==> config.mk <==
export PLATFORM = sky130hd
export DESIGN_NAME = stream_switch_top
export DESIGN_NICKNAME = d
export VERILOG_FILES = /design/src/design/stream_pkg.sv /design/src/design/control_pkg.sv /design/src/design/axi_stream.sv /design/src/design/axi_stream_mux_4.sv /design/src/design/stream_fifo.sv /design/src/design/stream_dest_router.sv /design/src/design/stream_switch_top.sv
export SDC_FILE = /design/constraint.sdc
export NUM_CORES = 1
export LEC_CHECK = 0
export ABC_AREA = 1
export BUFFER_PORTS_ARGS = -buffer_cell sky130_fd_sc_hd__buf_2
export CAP_MARGIN = 5
export CORE_ASPECT_RATIO = 1.2
export CORE_MARGIN = 2
export CORE_UTILIZATION = 40
export CTS_CLUSTER_DIAMETER = 80
export DETAILED_ROUTE_END_ITERATION = 8
export GPL_ROUTABILITY_DRIVEN = 0
export SYNTH_ARGS = -nofsm -noshare
export SYNTH_HDL_FRONTEND = slang
export SYNTH_SLANG_ARGS = --single-unit
==> constraint.sdc <==
create_clock -name clock -period 5.6 [get_ports clock]
set_input_delay 0.56 -clock clock [delete_from_list [all_inputs] [get_ports clock]]
set_output_delay 0.56 -clock clock [all_outputs]
set_load 0.1 [all_outputs]
==> src/design/stream_pkg.sv <==
// ~~~~~~~~~~~~~~~~~~~~~~~~~~~~~~~~~~~~~~~~~~~~~~~~~~~~~~~~~~~~~~~~~~~~~~
// Stream switch field widths, input count and packet buffer geometry
// ~~~~~~~~~~~~~~~~~~~~~~~~~~~~~~~~~~~~~~~~~~~~~~~~~~~~~~~~~~~~~~~~~~~~~~
package stream_pkg;

    // Sample bits carried by every beat
    localparam int DATA_WIDTH = 16;

    // Destination tag, only bit 0 is used by the router
    localparam int DEST_WIDTH = 8;

    // Sideband user bits, passed through untouched
    localparam int USER_WIDTH = 8;

    // The multiplexer has four stream inputs picked by a 2-bit select
    localparam int N_INPUTS = 4;
    localparam int SELECT_WIDTH = 2;

    // Buffer between the multiplexer and the router
    localparam int FIFO_DEPTH = 8;

    // Pointer width for the circular buffer, the depth is a power of two
    localparam int FIFO_ADDR_WIDTH = $clog2(FIFO_DEPTH);

    // The occupancy counter needs one extra code for the full state
    localparam int FIFO_COUNT_WIDTH = $clog2(FIFO_DEPTH + 1);
    localparam logic [FIFO_COUNT_WIDTH-1:0] FIFO_FULL_COUNT = FIFO_COUNT_WIDTH'(FIFO_DEPTH);

endpackage

==> src/design/control_pkg.sv <==
// ~~~~~~~~~~~~~~~~~~~~~~~~~~~~~~~~~~~~~~~~~~~~~~~~~~~~~~~~~~~~~~~~~~~~~~
// Control encodings for the multiplexer FSM and the packet router
// ~~~~~~~~~~~~~~~~~~~~~~~~~~~~~~~~~~~~~~~~~~~~~~~~~~~~~~~~~~~~~~~~~~~~~~
package control_pkg;

    // Multiplexer state
    // In idle the select port is followed, inside a packet the latched
    // select is held until the beat with tlast has transferred
    typedef enum logic {
        MUX_IDLE   = 1'b0,
        MUX_PACKET = 1'b1
    } mux_state_t;

    // Output chosen by the router for the packet in flight
    // The encoding matches bit 0 of the dest field
    typedef enum logic {
        ROUTE_OUT0 = 1'b0,
        ROUTE_OUT1 = 1'b1
    } route_t;

endpackage

==> src/design/axi_stream.sv <==
// ~~~~~~~~~~~~~~~~~~~~~~~~~~~~~~~~~~~~~~~~~~~~~~~~~~~~~~~~~~~~~~~~~~~~~~
// AXI4-Stream link with data, dest, user, tlast and valid/ready handshake
// ~~~~~~~~~~~~~~~~~~~~~~~~~~~~~~~~~~~~~~~~~~~~~~~~~~~~~~~~~~~~~~~~~~~~~~
`timescale 1ns/1ps

interface axi_stream;

    // Payload of one beat
    logic [stream_pkg::DATA_WIDTH-1:0] data;
    logic [stream_pkg::DEST_WIDTH-1:0] dest;
    logic [stream_pkg::USER_WIDTH-1:0] user;

    // Marks the last beat of a packet
    logic tlast;

    // A beat moves on a rising clock when both of these are high
    logic valid;
    logic ready;

    // The source side drives the payload and valid
    modport master (
        output data,
        output dest,
        output user,
        output tlast,
        output valid,
        input  ready
    );

    // The sink side only drives ready back
    modport slave (
        input  data,
        input  dest,
        input  user,
        input  tlast,
        input  valid,
        output ready
    );

endinterface

==> src/design/axi_stream_mux_4.sv <==
// ~~~~~~~~~~~~~~~~~~~~~~~~~~~~~~~~~~~~~~~~~~~~~~~~~~~~~~~~~~~~~~~~~~~~~~
// Registered 4-to-1 stream multiplexer, switches only between packets
// ~~~~~~~~~~~~~~~~~~~~~~~~~~~~~~~~~~~~~~~~~~~~~~~~~~~~~~~~~~~~~~~~~~~~~~
`timescale 1ns/1ps

module axi_stream_mux_4 (
    input  logic                                clock,
    input  logic                                reset,
    input  logic [stream_pkg::SELECT_WIDTH-1:0] select,
    axi_stream.slave                            stream_in_1,
    axi_stream.slave                            stream_in_2,
    axi_stream.slave                            stream_in_3,
    axi_stream.slave                            stream_in_4,
    axi_stream.master                           stream_out
);

    // Inputs gathered into arrays so the selected one can be indexed
    logic [stream_pkg::DATA_WIDTH-1:0] in_data  [stream_pkg::N_INPUTS];
    logic [stream_pkg::DEST_WIDTH-1:0] in_dest  [stream_pkg::N_INPUTS];
    logic [stream_pkg::USER_WIDTH-1:0] in_user  [stream_pkg::N_INPUTS];
    logic [stream_pkg::N_INPUTS-1:0]   in_tlast;
    logic [stream_pkg::N_INPUTS-1:0]   in_valid;
    logic [stream_pkg::N_INPUTS-1:0]   in_ready;

    control_pkg::mux_state_t           state;
    logic [stream_pkg::SELECT_WIDTH-1:0] latched_select;
    logic [stream_pkg::SELECT_WIDTH-1:0] current_select;
    logic                              can_load;
    logic                              in_transfer;

    assign in_data[0] = stream_in_1.data;
    assign in_data[1] = stream_in_2.data;
    assign in_data[2] = stream_in_3.data;
    assign in_data[3] = stream_in_4.data;
    assign in_dest[0] = stream_in_1.dest;
    assign in_dest[1] = stream_in_2.dest;
    assign in_dest[2] = stream_in_3.dest;
    assign in_dest[3] = stream_in_4.dest;
    assign in_user[0] = stream_in_1.user;
    assign in_user[1] = stream_in_2.user;
    assign in_user[2] = stream_in_3.user;
    assign in_user[3] = stream_in_4.user;
    assign in_tlast   = {stream_in_4.tlast, stream_in_3.tlast, stream_in_2.tlast, stream_in_1.tlast};
    assign in_valid   = {stream_in_4.valid, stream_in_3.valid, stream_in_2.valid, stream_in_1.valid};

    assign stream_in_1.ready = in_ready[0];
    assign stream_in_2.ready = in_ready[1];
    assign stream_in_3.ready = in_ready[2];
    assign stream_in_4.ready = in_ready[3];

    // Between packets the select port is followed directly
    // Inside a packet the input that started it stays connected
    assign current_select = (state == control_pkg::MUX_IDLE) ? select : latched_select;

    // The output register can take a new beat when it is empty or draining
    assign can_load = !stream_out.valid || stream_out.ready;

    // Only the connected input ever sees ready, and only once it offers a beat
    always_comb begin
        in_ready = '0;
        in_ready[current_select] = can_load && in_valid[current_select];
    end

    assign in_transfer = in_valid[current_select] && in_ready[current_select];

    // Packet tracking FSM
    always_ff @(posedge clock) begin
        if (!reset) begin
            state          <= control_pkg::MUX_IDLE;
            latched_select <= '0;
        end else if (in_transfer) begin
            // The first beat of a packet pins the select
            if (state == control_pkg::MUX_IDLE) begin
                latched_select <= select;
            end
            // Single-beat packets never leave idle
            if (in_tlast[current_select]) begin
                state <= control_pkg::MUX_IDLE;
            end else begin
                state <= control_pkg::MUX_PACKET;
            end
        end
    end

    // Output valid is control state and is cleared by reset
    always_ff @(posedge clock) begin
        if (!reset) begin
            stream_out.valid <= 1'b0;
        end else if (can_load) begin
            stream_out.valid <= in_transfer;
        end
    end

    // Payload register, loaded only when a beat is accepted
    always_ff @(posedge clock) begin
        if (in_transfer) begin
            stream_out.data  <= in_data[current_select];
            stream_out.dest  <= in_dest[current_select];
            stream_out.user  <= in_user[current_select];
            stream_out.tlast <= in_tlast[current_select];
        end
    end

endmodule

==> src/design/stream_fifo.sv <==
// ~~~~~~~~~~~~~~~~~~~~~~~~~~~~~~~~~~~~~~~~~~~~~~~~~~~~~~~~~~~~~~~~~~~~~~
// Synchronous first-word-fall-through FIFO for whole stream beats
// ~~~~~~~~~~~~~~~~~~~~~~~~~~~~~~~~~~~~~~~~~~~~~~~~~~~~~~~~~~~~~~~~~~~~~~
`timescale 1ns/1ps

module stream_fifo (
    input  logic      clock,
    input  logic      reset,
    axi_stream.slave  stream_in,
    axi_stream.master stream_out
);

    // Storage, one slot per field so a beat is kept whole
    logic [stream_pkg::DATA_WIDTH-1:0] mem_data  [stream_pkg::FIFO_DEPTH];
    logic [stream_pkg::DEST_WIDTH-1:0] mem_dest  [stream_pkg::FIFO_DEPTH];
    logic [stream_pkg::USER_WIDTH-1:0] mem_user  [stream_pkg::FIFO_DEPTH];
    logic                              mem_tlast [stream_pkg::FIFO_DEPTH];

    logic [stream_pkg::FIFO_ADDR_WIDTH-1:0]  write_pointer;
    logic [stream_pkg::FIFO_ADDR_WIDTH-1:0]  read_pointer;
    logic [stream_pkg::FIFO_COUNT_WIDTH-1:0] count;

    logic write_enable;
    logic read_enable;

    // Back-pressure to the multiplexer only when every slot is taken
    assign stream_in.ready = (count != stream_pkg::FIFO_FULL_COUNT);

    // Not empty means the head slot holds a beat
    assign stream_out.valid = (count != '0);

    // Head entry falls straight through to the output
    assign stream_out.data  = mem_data[read_pointer];
    assign stream_out.dest  = mem_dest[read_pointer];
    assign stream_out.user  = mem_user[read_pointer];
    assign stream_out.tlast = mem_tlast[read_pointer];

    assign write_enable = stream_in.valid && stream_in.ready;
    assign read_enable  = stream_out.valid && stream_out.ready;

    // Memory write port
    always_ff @(posedge clock) begin
        if (write_enable) begin
            mem_data[write_pointer]  <= stream_in.data;
            mem_dest[write_pointer]  <= stream_in.dest;
            mem_user[write_pointer]  <= stream_in.user;
            mem_tlast[write_pointer] <= stream_in.tlast;
        end
    end

    // Pointers wrap on their own since the depth is a power of two
    always_ff @(posedge clock) begin
        if (!reset) begin
            write_pointer <= '0;
            read_pointer  <= '0;
            count         <= '0;
        end else begin
            if (write_enable) begin
                write_pointer <= write_pointer + 1'b1;
            end
            if (read_enable) begin
                read_pointer <= read_pointer + 1'b1;
            end
            // Simultaneous read and write leave the occupancy unchanged
            case ({write_enable, read_enable})
                2'b10:   count <= count + 1'b1;
                2'b01:   count <= count - 1'b1;
                default: count <= count;
            endcase
        end
    end

endmodule

==> src/design/stream_dest_router.sv <==
// ~~~~~~~~~~~~~~~~~~~~~~~~~~~~~~~~~~~~~~~~~~~~~~~~~~~~~~~~~~~~~~~~~~~~~~
// Packet router, steers each whole packet to one of two outputs
// ~~~~~~~~~~~~~~~~~~~~~~~~~~~~~~~~~~~~~~~~~~~~~~~~~~~~~~~~~~~~~~~~~~~~~~
`timescale 1ns/1ps

module stream_dest_router (
    input  logic      clock,
    input  logic      reset,
    axi_stream.slave  stream_in,
    axi_stream.master stream_out_0,
    axi_stream.master stream_out_1
);

    control_pkg::route_t route_held;
    control_pkg::route_t route_now;
    logic                in_packet;
    logic                in_transfer;

    // First beat decides from dest bit 0, later beats reuse the held route
    always_comb begin
        if (in_packet) begin
            route_now = route_held;
        end else if (stream_in.dest[0]) begin
            route_now = control_pkg::ROUTE_OUT1;
        end else begin
            route_now = control_pkg::ROUTE_OUT0;
        end
    end

    // Payload goes to both sides, valid marks the one that owns it
    assign stream_out_0.data  = stream_in.data;
    assign stream_out_0.dest  = stream_in.dest;
    assign stream_out_0.user  = stream_in.user;
    assign stream_out_0.tlast = stream_in.tlast;
    assign stream_out_1.data  = stream_in.data;
    assign stream_out_1.dest  = stream_in.dest;
    assign stream_out_1.user  = stream_in.user;
    assign stream_out_1.tlast = stream_in.tlast;

    assign stream_out_0.valid = stream_in.valid && (route_now == control_pkg::ROUTE_OUT0);
    assign stream_out_1.valid = stream_in.valid && (route_now == control_pkg::ROUTE_OUT1);

    // The idle output's ready must not release a beat
    assign stream_in.ready = (route_now == control_pkg::ROUTE_OUT1) ? stream_out_1.ready
                                                                     : stream_out_0.ready;

    assign in_transfer = stream_in.valid && stream_in.ready;

    // Route is pinned on each transfer and released by tlast
    always_ff @(posedge clock) begin
        if (!reset) begin
            in_packet  <= 1'b0;
            route_held <= control_pkg::ROUTE_OUT0;
        end else if (in_transfer) begin
            route_held <= route_now;
            in_packet  <= !stream_in.tlast;
        end
    end

endmodule

==> src/design/stream_switch_top.sv <==
// ~~~~~~~~~~~~~~~~~~~~~~~~~~~~~~~~~~~~~~~~~~~~~~~~~~~~~~~~~~~~~~~~~~~~~~
// Stream switch top level, four inputs through mux, FIFO and router
// to two destination outputs
// ~~~~~~~~~~~~~~~~~~~~~~~~~~~~~~~~~~~~~~~~~~~~~~~~~~~~~~~~~~~~~~~~~~~~~~
`timescale 1ns/1ps

module stream_switch_top (
    input  logic                                clock,
    input  logic                                reset,
    input  logic [stream_pkg::SELECT_WIDTH-1:0] select,
    input  logic [stream_pkg::DATA_WIDTH-1:0]   in0_data,
    input  logic [stream_pkg::DEST_WIDTH-1:0]   in0_dest,
    input  logic [stream_pkg::USER_WIDTH-1:0]   in0_user,
    input  logic                                in0_tlast,
    input  logic                                in0_valid,
    output logic                                in0_ready,
    input  logic [stream_pkg::DATA_WIDTH-1:0]   in1_data,
    input  logic [stream_pkg::DEST_WIDTH-1:0]   in1_dest,
    input  logic [stream_pkg::USER_WIDTH-1:0]   in1_user,
    input  logic                                in1_tlast,
    input  logic                                in1_valid,
    output logic                                in1_ready,
    input  logic [stream_pkg::DATA_WIDTH-1:0]   in2_data,
    input  logic [stream_pkg::DEST_WIDTH-1:0]   in2_dest,
    input  logic [stream_pkg::USER_WIDTH-1:0]   in2_user,
    input  logic                                in2_tlast,
    input  logic                                in2_valid,
    output logic                                in2_ready,
    input  logic [stream_pkg::DATA_WIDTH-1:0]   in3_data,
    input  logic [stream_pkg::DEST_WIDTH-1:0]   in3_dest,
    input  logic [stream_pkg::USER_WIDTH-1:0]   in3_user,
    input  logic                                in3_tlast,
    input  logic                                in3_valid,
    output logic                                in3_ready,
    output logic [stream_pkg::DATA_WIDTH-1:0]   out0_data,
    output logic [stream_pkg::DEST_WIDTH-1:0]   out0_dest,
    output logic [stream_pkg::USER_WIDTH-1:0]   out0_user,
    output logic                                out0_tlast,
    output logic                                out0_valid,
    input  logic                                out0_ready,
    output logic [stream_pkg::DATA_WIDTH-1:0]   out1_data,
    output logic [stream_pkg::DEST_WIDTH-1:0]   out1_dest,
    output logic [stream_pkg::USER_WIDTH-1:0]   out1_user,
    output logic                                out1_tlast,
    output logic                                out1_valid,
    input  logic                                out1_ready
);

    // One link per multiplexer input, then one per pipeline hop
    axi_stream mux_in [stream_pkg::N_INPUTS] ();
    axi_stream mux_to_fifo ();
    axi_stream fifo_to_router ();
    axi_stream router_out0 ();
    axi_stream router_out1 ();

    // Plain input ports onto the multiplexer links
    assign mux_in[0].data  = in0_data;
    assign mux_in[0].dest  = in0_dest;
    assign mux_in[0].user  = in0_user;
    assign mux_in[0].tlast = in0_tlast;
    assign mux_in[0].valid = in0_valid;
    assign in0_ready       = mux_in[0].ready;
    assign mux_in[1].data  = in1_data;
    assign mux_in[1].dest  = in1_dest;
    assign mux_in[1].user  = in1_user;
    assign mux_in[1].tlast = in1_tlast;
    assign mux_in[1].valid = in1_valid;
    assign in1_ready       = mux_in[1].ready;
    assign mux_in[2].data  = in2_data;
    assign mux_in[2].dest  = in2_dest;
    assign mux_in[2].user  = in2_user;
    assign mux_in[2].tlast = in2_tlast;
    assign mux_in[2].valid = in2_valid;
    assign in2_ready       = mux_in[2].ready;
    assign mux_in[3].data  = in3_data;
    assign mux_in[3].dest  = in3_dest;
    assign mux_in[3].user  = in3_user;
    assign mux_in[3].tlast = in3_tlast;
    assign mux_in[3].valid = in3_valid;
    assign in3_ready       = mux_in[3].ready;

    // Router links onto the plain output ports
    assign out0_data         = router_out0.data;
    assign out0_dest         = router_out0.dest;
    assign out0_user         = router_out0.user;
    assign out0_tlast        = router_out0.tlast;
    assign out0_valid        = router_out0.valid;
    assign router_out0.ready = out0_ready;
    assign out1_data         = router_out1.data;
    assign out1_dest         = router_out1.dest;
    assign out1_user         = router_out1.user;
    assign out1_tlast        = router_out1.tlast;
    assign out1_valid        = router_out1.valid;
    assign router_out1.ready = out1_ready;

    axi_stream_mux_4 u_axi_stream_mux_4 (
        .clock       (clock),
        .reset       (reset),
        .select      (select),
        .stream_in_1 (mux_in[0]),
        .stream_in_2 (mux_in[1]),
        .stream_in_3 (mux_in[2]),
        .stream_in_4 (mux_in[3]),
        .stream_out  (mux_to_fifo)
    );

    stream_fifo u_stream_fifo (
        .clock      (clock),
        .reset      (reset),
        .stream_in  (mux_to_fifo),
        .stream_out (fifo_to_router)
    );

    stream_dest_router u_stream_dest_router (
        .clock        (clock),
        .reset        (reset),
        .stream_in    (fifo_to_router),
        .stream_out_0 (router_out0),
        .stream_out_1 (router_out1)
    );

endmodule

# Word level (Yosys, flattened, before mapping)
# Memories as Yosys holds them, arrays and structs flattened. A register that Yosys moved wholly into a read port is not among the register bits.
# Index checks and enable logic that the tools add are counted.
[totals]
latchBits = 0
output_inout_bits = 72
mem_bits_ro = 0
ramBits = 264
mem_count = 4
inputBits = 142
word_cells = 74
register_bits = 49
[mem_list]
columns = ["memory", "depth", "word_bits", "rd", "rd_clocked_by_memory_dff", "wr", "line_no", "source"]
rows = [
  ["u_stream_fifo.mem_data", 8, 16, 1, 1, 1, "stream_fifo.sv:14", "logic [stream_pkg::DATA_WIDTH-1:0] mem_data [stream_pkg::FIFO_DEPTH];"],
  ["u_stream_fifo.mem_dest", 8, 8, 1, 1, 1, "stream_fifo.sv:15", "logic [stream_pkg::DEST_WIDTH-1:0] mem_dest [stream_pkg::FIFO_DEPTH];"],
  ["u_stream_fifo.mem_user", 8, 8, 1, 1, 1, "stream_fifo.sv:16", "logic [stream_pkg::USER_WIDTH-1:0] mem_user [stream_pkg::FIFO_DEPTH];"],
  ["u_stream_fifo.mem_tlast", 8, 1, 1, 1, 1, "stream_fifo.sv:17", "logic mem_tlast [stream_pkg::FIFO_DEPTH];"],
]
[op_classes]
shifts = 0
mul = 0
n_mux = 33
n_reduce_logical = 12
n_addsub = 4
eq_ne = 3
n_lt_le_gt_ge = 3
n_div = 0
n_bitwise = 3
[op_table]
columns = ["operator", "count"]
rows = [
  ["$bmux 16 s2", 1],
  ["$bmux 8 s2", 2],
  ["$mux 16", 2],
  ["$mux 8", 4],
  ["$mux 3", 8],
  ["$mux 1", 10],
  ["$pmux 4 s2", 1],
  ["$logic_and 1x1->1", 7],
  ["$add 3x1->3 const B", 2],
  ["$bmux 1 s2", 3],
  ["$add 4x1->4 const B", 1],
  ["$and 4x4->4", 1],
  ["$ne 4x4->1 const B", 1],
  ["$reduce_bool 4->1", 1],
  ["$sub 4x1->4 const B", 1],
  ["$ge 3x3->1 const B", 1],
  ["$lt 2x3->1 const B", 1],
  ["$not 2->3", 1],
  ["$demux 1 s2", 1],
  ["$eq 2x1->1 const B", 1],
  ["$eq 2x2->1 const B", 1],
  ["$ge 2x1->1 const B", 1],
  ["$logic_not 1->1", 2],
  ["$mux 2", 1],
  ["other kinds (3)", 3],
]

# Depth between registers and ports, before layout
# Gate-level depths: netlist of the first run.
[logic_depth]
depth_word = 9
mapped_depth = 16

# Cells and area by module
# A second synthesis of the first run with hierarchy kept.
[hier_totals]
cells_unflattened = 1173
area_unflattened_um2 = 13768.2
[by_module_without_submodules]
columns = ["mod", "seq_area_each_um2", "cells_per_inst", "area_each_um2", "n_inst"]
rows = [
  ["stream_fifo", 8187.9, 835, 10980.5, 1],
  ["axi_stream_mux_4", 1071.0, 245, 2112.0, 1],
  ["stream_dest_router", 40.0, 93, 675.6, 1],
]

# Worst setup path before layout of the first run
# Ideal clock, no wire load.
[synth_path]
path_kind = "reg-to-output"
startpoint = "reg (tool-made name)"
endpoint = "out out1_data[0] (netlist name)"
path_stages_with_launch = 9
setup_slack_ps = 1677
required_ps = 5040
n_path_buf = 4
arrival_time_ps = 3363
path_cell_list = "dfxtp_1 -> buf_4 -> buf_2 -> buf_2 -> nor2_1 -> nor2_1 -> o21ai_0 -> a31oi_1 -> buf_4"
[synth_lines]
columns = ["item", "line_no", "source"]
rows = [
  ["end, declared", "stream_switch_top.sv:41", "output logic [stream_pkg::DATA_WIDTH-1:0] out1_data,"],
]

==> metrics.cfg, run 1 <==
[die]
start_util_pct = 40.3
die_area_um2 = 34600
die_w_um = 170
ios = 214
core_area_um2 = 32900
fp.dieH_um = 203
std_cell_rows = 73

[synthesis]
ys.flop_type = edfxtp_1
synth_fp_nets = 1262
syn-cell-area_um2 = 13300
synth_area_per_cell_um2 = 11.9
synth.distinct_cells = 38
ys_seq_area_share_pct = 70.2
synth_edf_count = 297
syn_inst = 1115
yosys_warnings = 0
synth_seq_cells = 316
async_flop_share_pct = 0

[global_route]
grt_max_degree = 69
overflow = 0
antenna_found_initial = 0
grt_usage_pct = 17.7
grt_pass1_wl_mm = 47.2
grt_pass1_vias = 8610

[setup_path]
reg2reg_slack_ps = 2000
cp_cell_sequence = clkinv_2, buf_4, o21ai_0, o22ai_1, nor2_1, a31oi_1, buf_2
path_max_fanout = 66
path_depth = 7
path_buf_inv = 3
slowest_stage = dfxtp_4
r2r_end = u_stream_fifo.count[2]$_SDFFE_PN0P_
cp-end-kind = output port
r2r_cells = 14
critPathMaxStageDelay_ps = 790
crit_type = flop to output port
startpoint_type = flop
critical_path_required_ps = 5040
cpLargestDelayFamily = buffers and inverters
arrival_ps = 3530

[final_layout]
area_growth_pct = 16.9
nNetsFinal = 1427
diodes = 0
utilization_pct = 47.1
n_fill_cell = 2920
drive_gt1_share_pct = 23.6

[clock_tree]
clock-root-buffer = clkbuf_16
cts_tree = built
postCtsHoldBufs = 0
cts-buffers-inserted = 29
cts_htree_levels = 1
clock_latency_ps = 550
cts.repair.resized = 0
clk_pin_slew_ps = 70
cts.sinks = 316
clockBufferDepth = 3
cts_setup_buffers = 0

[timing]
relSlewSlack_pct = 39.9
rsz0062_at_grt = no
setup-tns-final_ps = 0
skew_ps = 19.6
slew_violations = 0
fmax_mhz = 244
fin_crit_sh_pct = 73.1
finalHoldViolCount = 0
fin_crit_ps = 4090
report.final.setup_viol = 0
worst_slew_pin_slew_ps = 899

[detailed_routing]
wl_mm = 30.8
routed_via_density = 5.17
route.vias.total = 8875
dr.pass1.iters = 4
postRouteAntennaNets = 0
drcViolationCount = 0
drt-initial-drc-count = 581
met2WireLength_mm = 15.4
wl_met1_mm = 13.5
maxUsedRoutingLayer = met4
wl_per_cell_um = 17.9
wl_met3_mm = 1.32

[placed_design]
port_buffers = 213
dp.final_hpwl_mm = 17.9

[min_path]
whs_endpoint = u_axi_stream_mux_4.stream_out.data[9]$_DFFE_PP_
hold_path_class = primary input to flop
whs_path_depth = 3
hold_start = in3_data[9]

[run_status]
outcome = complete, no violations

[job]
cap_violations = 0

[placed cells by master, fill, tap and decap left out, types with 6 or more instances in the layout]
| cell | n |
|---|---|
| inv_1 | 35 |
| nand3_1 | 31 |
| nor2_4 | 9 |
| buf_2 | 213 |
| clkinv_1 | 8 |
| o22ai_1 | 33 |
| clkbuf_1 | 6 |
| buf_4 | 16 |
| inv_2 | 6 |
| a21oi_1 | 16 |
| edfxtp_1 | 297 |
| o21ai_0 | 133 |
| nor2_1 | 237 |
| clkbuf_16 | 29 |
| nand2_1 | 94 |
| a22oi_1 | 45 |
| a31oi_1 | 31 |
| dfxtp_1 | 17 |
[synth_stat cells, types with 3 or more instances]
cell type	n	area (um2)
edfxtp_1	297	8920
nor2_1	246	923
o21ai_0	133	666
nand2_1	94	353
a22oi_1	45	338
inv_1	37	139
buf_4	36	270
o22ai_1	33	206
a31oi_1	31	194
nand3_1	31	155
clkbuf_1	30	113
buf_2	23	115
dfxtp_1	19	380
a21oi_1	16	80.1
buf_1	5	18.8
ha_1	5	62.6
inv_2	5	18.8
nand2_2	4	25.0
nand3_2	4	40.0
xor2_1	3	26.3
[per-layer routing]
metal / vias to the layer above / GRT usage [%]
met5: - / 0
met4: 0 / 4.67
met3: 45 / 1.82
met2: 250 / 31.3
met1: 4286 / 23.2
li1: 4294 / -
[state kept, by name, summed over array words and instances, names as in the netlist, named ones only]
register / count
u_axi_stream_mux_4.stream_out.valid: 1
u_stream_dest_router.route_held: 1
u_stream_fifo.mem_user: 64
u_axi_stream_mux_4.stream_out.dest: 8
u_axi_stream_mux_4.state: 1
u_axi_stream_mux_4.stream_out.data: 16
u_axi_stream_mux_4.latched_select: 2
u_axi_stream_mux_4.stream_out.user: 8
u_stream_dest_router.in_packet: 1
u_axi_stream_mux_4.stream_out.tlast: 1
u_stream_fifo.write_pointer: 3
u_stream_fifo.mem_dest: 64
u_stream_fifo.mem_data: 128
u_stream_fifo.mem_tlast: 8
u_stream_fifo.read_pointer: 3
u_stream_fifo.count: 4
[worst reg2reg max path: cells and delay by family, from the launching register on]
| kind | cells | cell delay (ps) |
|---|---|---|
| fa+ha+maj | 2 | 420 |
| simple gates | 6 | 840 |
| flops | 1 | 790 |
| buf+inv | 2 | 820 |
| compound gates | 2 | 330 |
| xor+xnor | 2 | 260 |
[how the worst max path moves through the flow]
stage | endpoint | start
2_1_floorplan | out1_data[0] | flop
3_3_place_gp | u_stream_fifo.count[3]$_SDFFE_PN0P_ | flop
6_report | out1_dest[7] | flop
3_5_place_dp | u_stream_fifo.count[3]$_SDFFE_PN0P_ | flop
4_1_cts | out1_dest[7] | flop
5_1_grt | out1_dest[7] | flop
[area by class of cell]
type                            count  area (um2)  area share, %
Sequential cell                   316        9300           60.1
Multi-Input combinational cell    660        3320           21.4
Timing Repair Buffer              229        1190           7.66
Clock buffer                       37         776           5.01
Tap cell                          412         515           3.33
Clock inverter                     17         216           1.40
Inverter                           44         169           1.09
[kinds of logic (layout without fill, tap and decap cells)]
family / after synthesis / in the layout / synth area share [%]
compound gates: 263 / 263 / 11.6
simple gates: 388 / 388 / 12.2
flops: 316 / 316 / 70.2
buf+inv: 139 / 327 / 5.25
xor+xnor: 4 / 4 / 0.264
fa+ha+maj: 5 / 5 / 0.472
[metrics by stage]
step | instance area [um2] | setup WS [ps] | hold slack, ps | std cells
3_3_place_gp | 14500 | 2020 | 454 | 1661
4_1_cts | 15500 | 1410 | 279 | 1715
3_5_place_dp | 14500 | 1980 | 462 | 1661
6_report | 15500 | 1510 | 296 | 1715
2_1_floorplan | 13300 | 1680 | 441 | 1115
5_1_grt | 15500 | 1200 | 295 | 1715
Power of run 1 is not shown: default switching activity piles up to over one toggle a cycle in this logic, so the estimate is an artifact.
==> inputs of run 2 (changes only) <==
==> constraint.sdc (replaced) <==
create_clock -name clock -period 3.6 [get_ports clock]
set_input_delay 0.36 -clock clock [delete_from_list [all_inputs] [get_ports clock]]
set_output_delay 0.36 -clock clock [all_outputs]
set_load 0.1 [all_outputs]
==> metrics.cfg, run 2 (same netlist as run 1, synthesis figures left out) <==
[run_status]
outcome = complete, no violations

[clock_tree]
cts.sinks = 316
clockBufferDepth = 3
cts_setup_buffers = 0
clock_latency_ps = 550
cts_htree_levels = 1
cts-buffers-inserted = 30
postCtsHoldBufs = 0
cts_tree = built
cts.repair.resized = 0
clock-root-buffer = clkbuf_16
clk_pin_slew_ps = 60

[timing]
setup-tns-final_ps = 0
rsz0062_at_grt = no
worst_slew_pin_slew_ps = 896
holdWs_ps = 104
fin_crit_ps = 3340
fin_crit_sh_pct = 92.7
slew_violations = 0
skew_ps = 12.9
fmax_mhz = 300
relSlewSlack_pct = 40.1
report.final.setup_viol = 0
finalHoldViolCount = 0

[final_layout]
nNetsFinal = 1434
final_cell_mix = 297 x edfxtp_1, 237 x nor2_1, 210 x buf_2
top_register = u_stream_fifo.mem_data
mostFrequentLayoutCell = edfxtp_1
drive_gt1_share_pct = 26.7
diodes = 0
largest_reg_flops = 128
largestRegisters = u_stream_fifo.mem_data (128), u_stream_fifo.mem_dest (64), u_stream_fifo.mem_user (64)
area_growth_pct = 19.4

[detailed_routing]
drt-initial-drc-count = 585
postRouteAntennaNets = 0
routed_via_density = 5.16
drcViolationCount = 0
route.vias.total = 8883
wl_mm = 31.4
wl_per_cell_um = 18.2
dr.pass1.iters = 5

[setup_path]
critical_path_required_ps = 3240
startpoint_type = flop
path_max_fanout = 56
crit_type = flop to output port
arrival_ps = 2980
cp-end-kind = output port

[global_route]
antenna_found_initial = 0
grt_max_degree = 65
grt_pass1_wl_mm = 48.1
overflow = 0
grt_pass1_vias = 8604
grt_usage_pct = 18.0

[die]
core_area_um2 = 32900
die_w_um = 170
start_util_pct = 40.3
fp.dieH_um = 203
std_cell_rows = 73
ios = 214
die_area_um2 = 34600

[placed_design]
port_buffers = 213
dp.final_hpwl_mm = 19.4

[min_path]
hold_path_class = primary input to flop

[job]
cap_violations = 0

-- run 2: cell count changes in the layout (fill, tap and decap cells not counted), moves of 3 or more --
cell      delta
buf_12       +4
buf_2        -3
clkinv_2     +4
buf_4        +5
a31oi_1     -31
a31oi_2     +31
-- run 2: final cells by class --
class                      count  area, um2
timing repair buffer         235       1290
inverter                      44        170
clock inverter                20        231
sequential                   316       9300
clock buffer                  35        791
fill                        2909      17100
multi-input combinational    660       3520
tap                          412        515
-- run 2: final timing paths --
kind | startpoint | to | slack [ps] | depth (start not counted)
setup reg to reg | flop | u_stream_fifo.count[3]$_SDFFE_PN0P_ | 690 | 15
hold / removal | in3_dest[3] | u_axi_stream_mux_4.stream_out.dest[3]$_DFFE_PP_ | 100 | 3
setup / recovery | flop | out0_dest[5] | 260 | 7
hold reg to reg | u_axi_stream_mux_4.latched_select[0]$_SDFFE_PN0P_ | u_axi_stream_mux_4.latched_select[0]$_SDFFE_PN0P_ | 470 | 2
-- run 2: stage by stage --
stage	utilization, %	setup WS, ps	instance area [um2]	instances
finish	48.1	262	15800	1722
global route	48.1	108	15800	1722
CTS	48.1	214	15800	1722
detailed placement	45.0	723	14800	1667
global placement	45.0	812	14800	1667
floorplan	-	514	13400	1115
-- run 2: critical path, cell delays in order, from the launching register on --
cell,delay (ps)
dfxtp_4,460
clkinv_2,290
buf_4,510
o21ai_0,160
o22ai_1,140
nor2_1,60
a31oi_2,250
buf_2,480
-- run 2: per-layer routing --
metal | track usage [%] | part of all wire, % | up-vias | routed length, um
li1 | - | - | 4312 | -
met1 | 24.2 | 44 | 4267 | 13800
met2 | 31.2 | 49 | 273 | 15400
met3 | 2.41 | 5.4 | 31 | 1690
met4 | 4.18 | 1.6 | 0 | 488
met5 | 0 | 0 | - | 0
Power of run 2 is left out for the same reason.
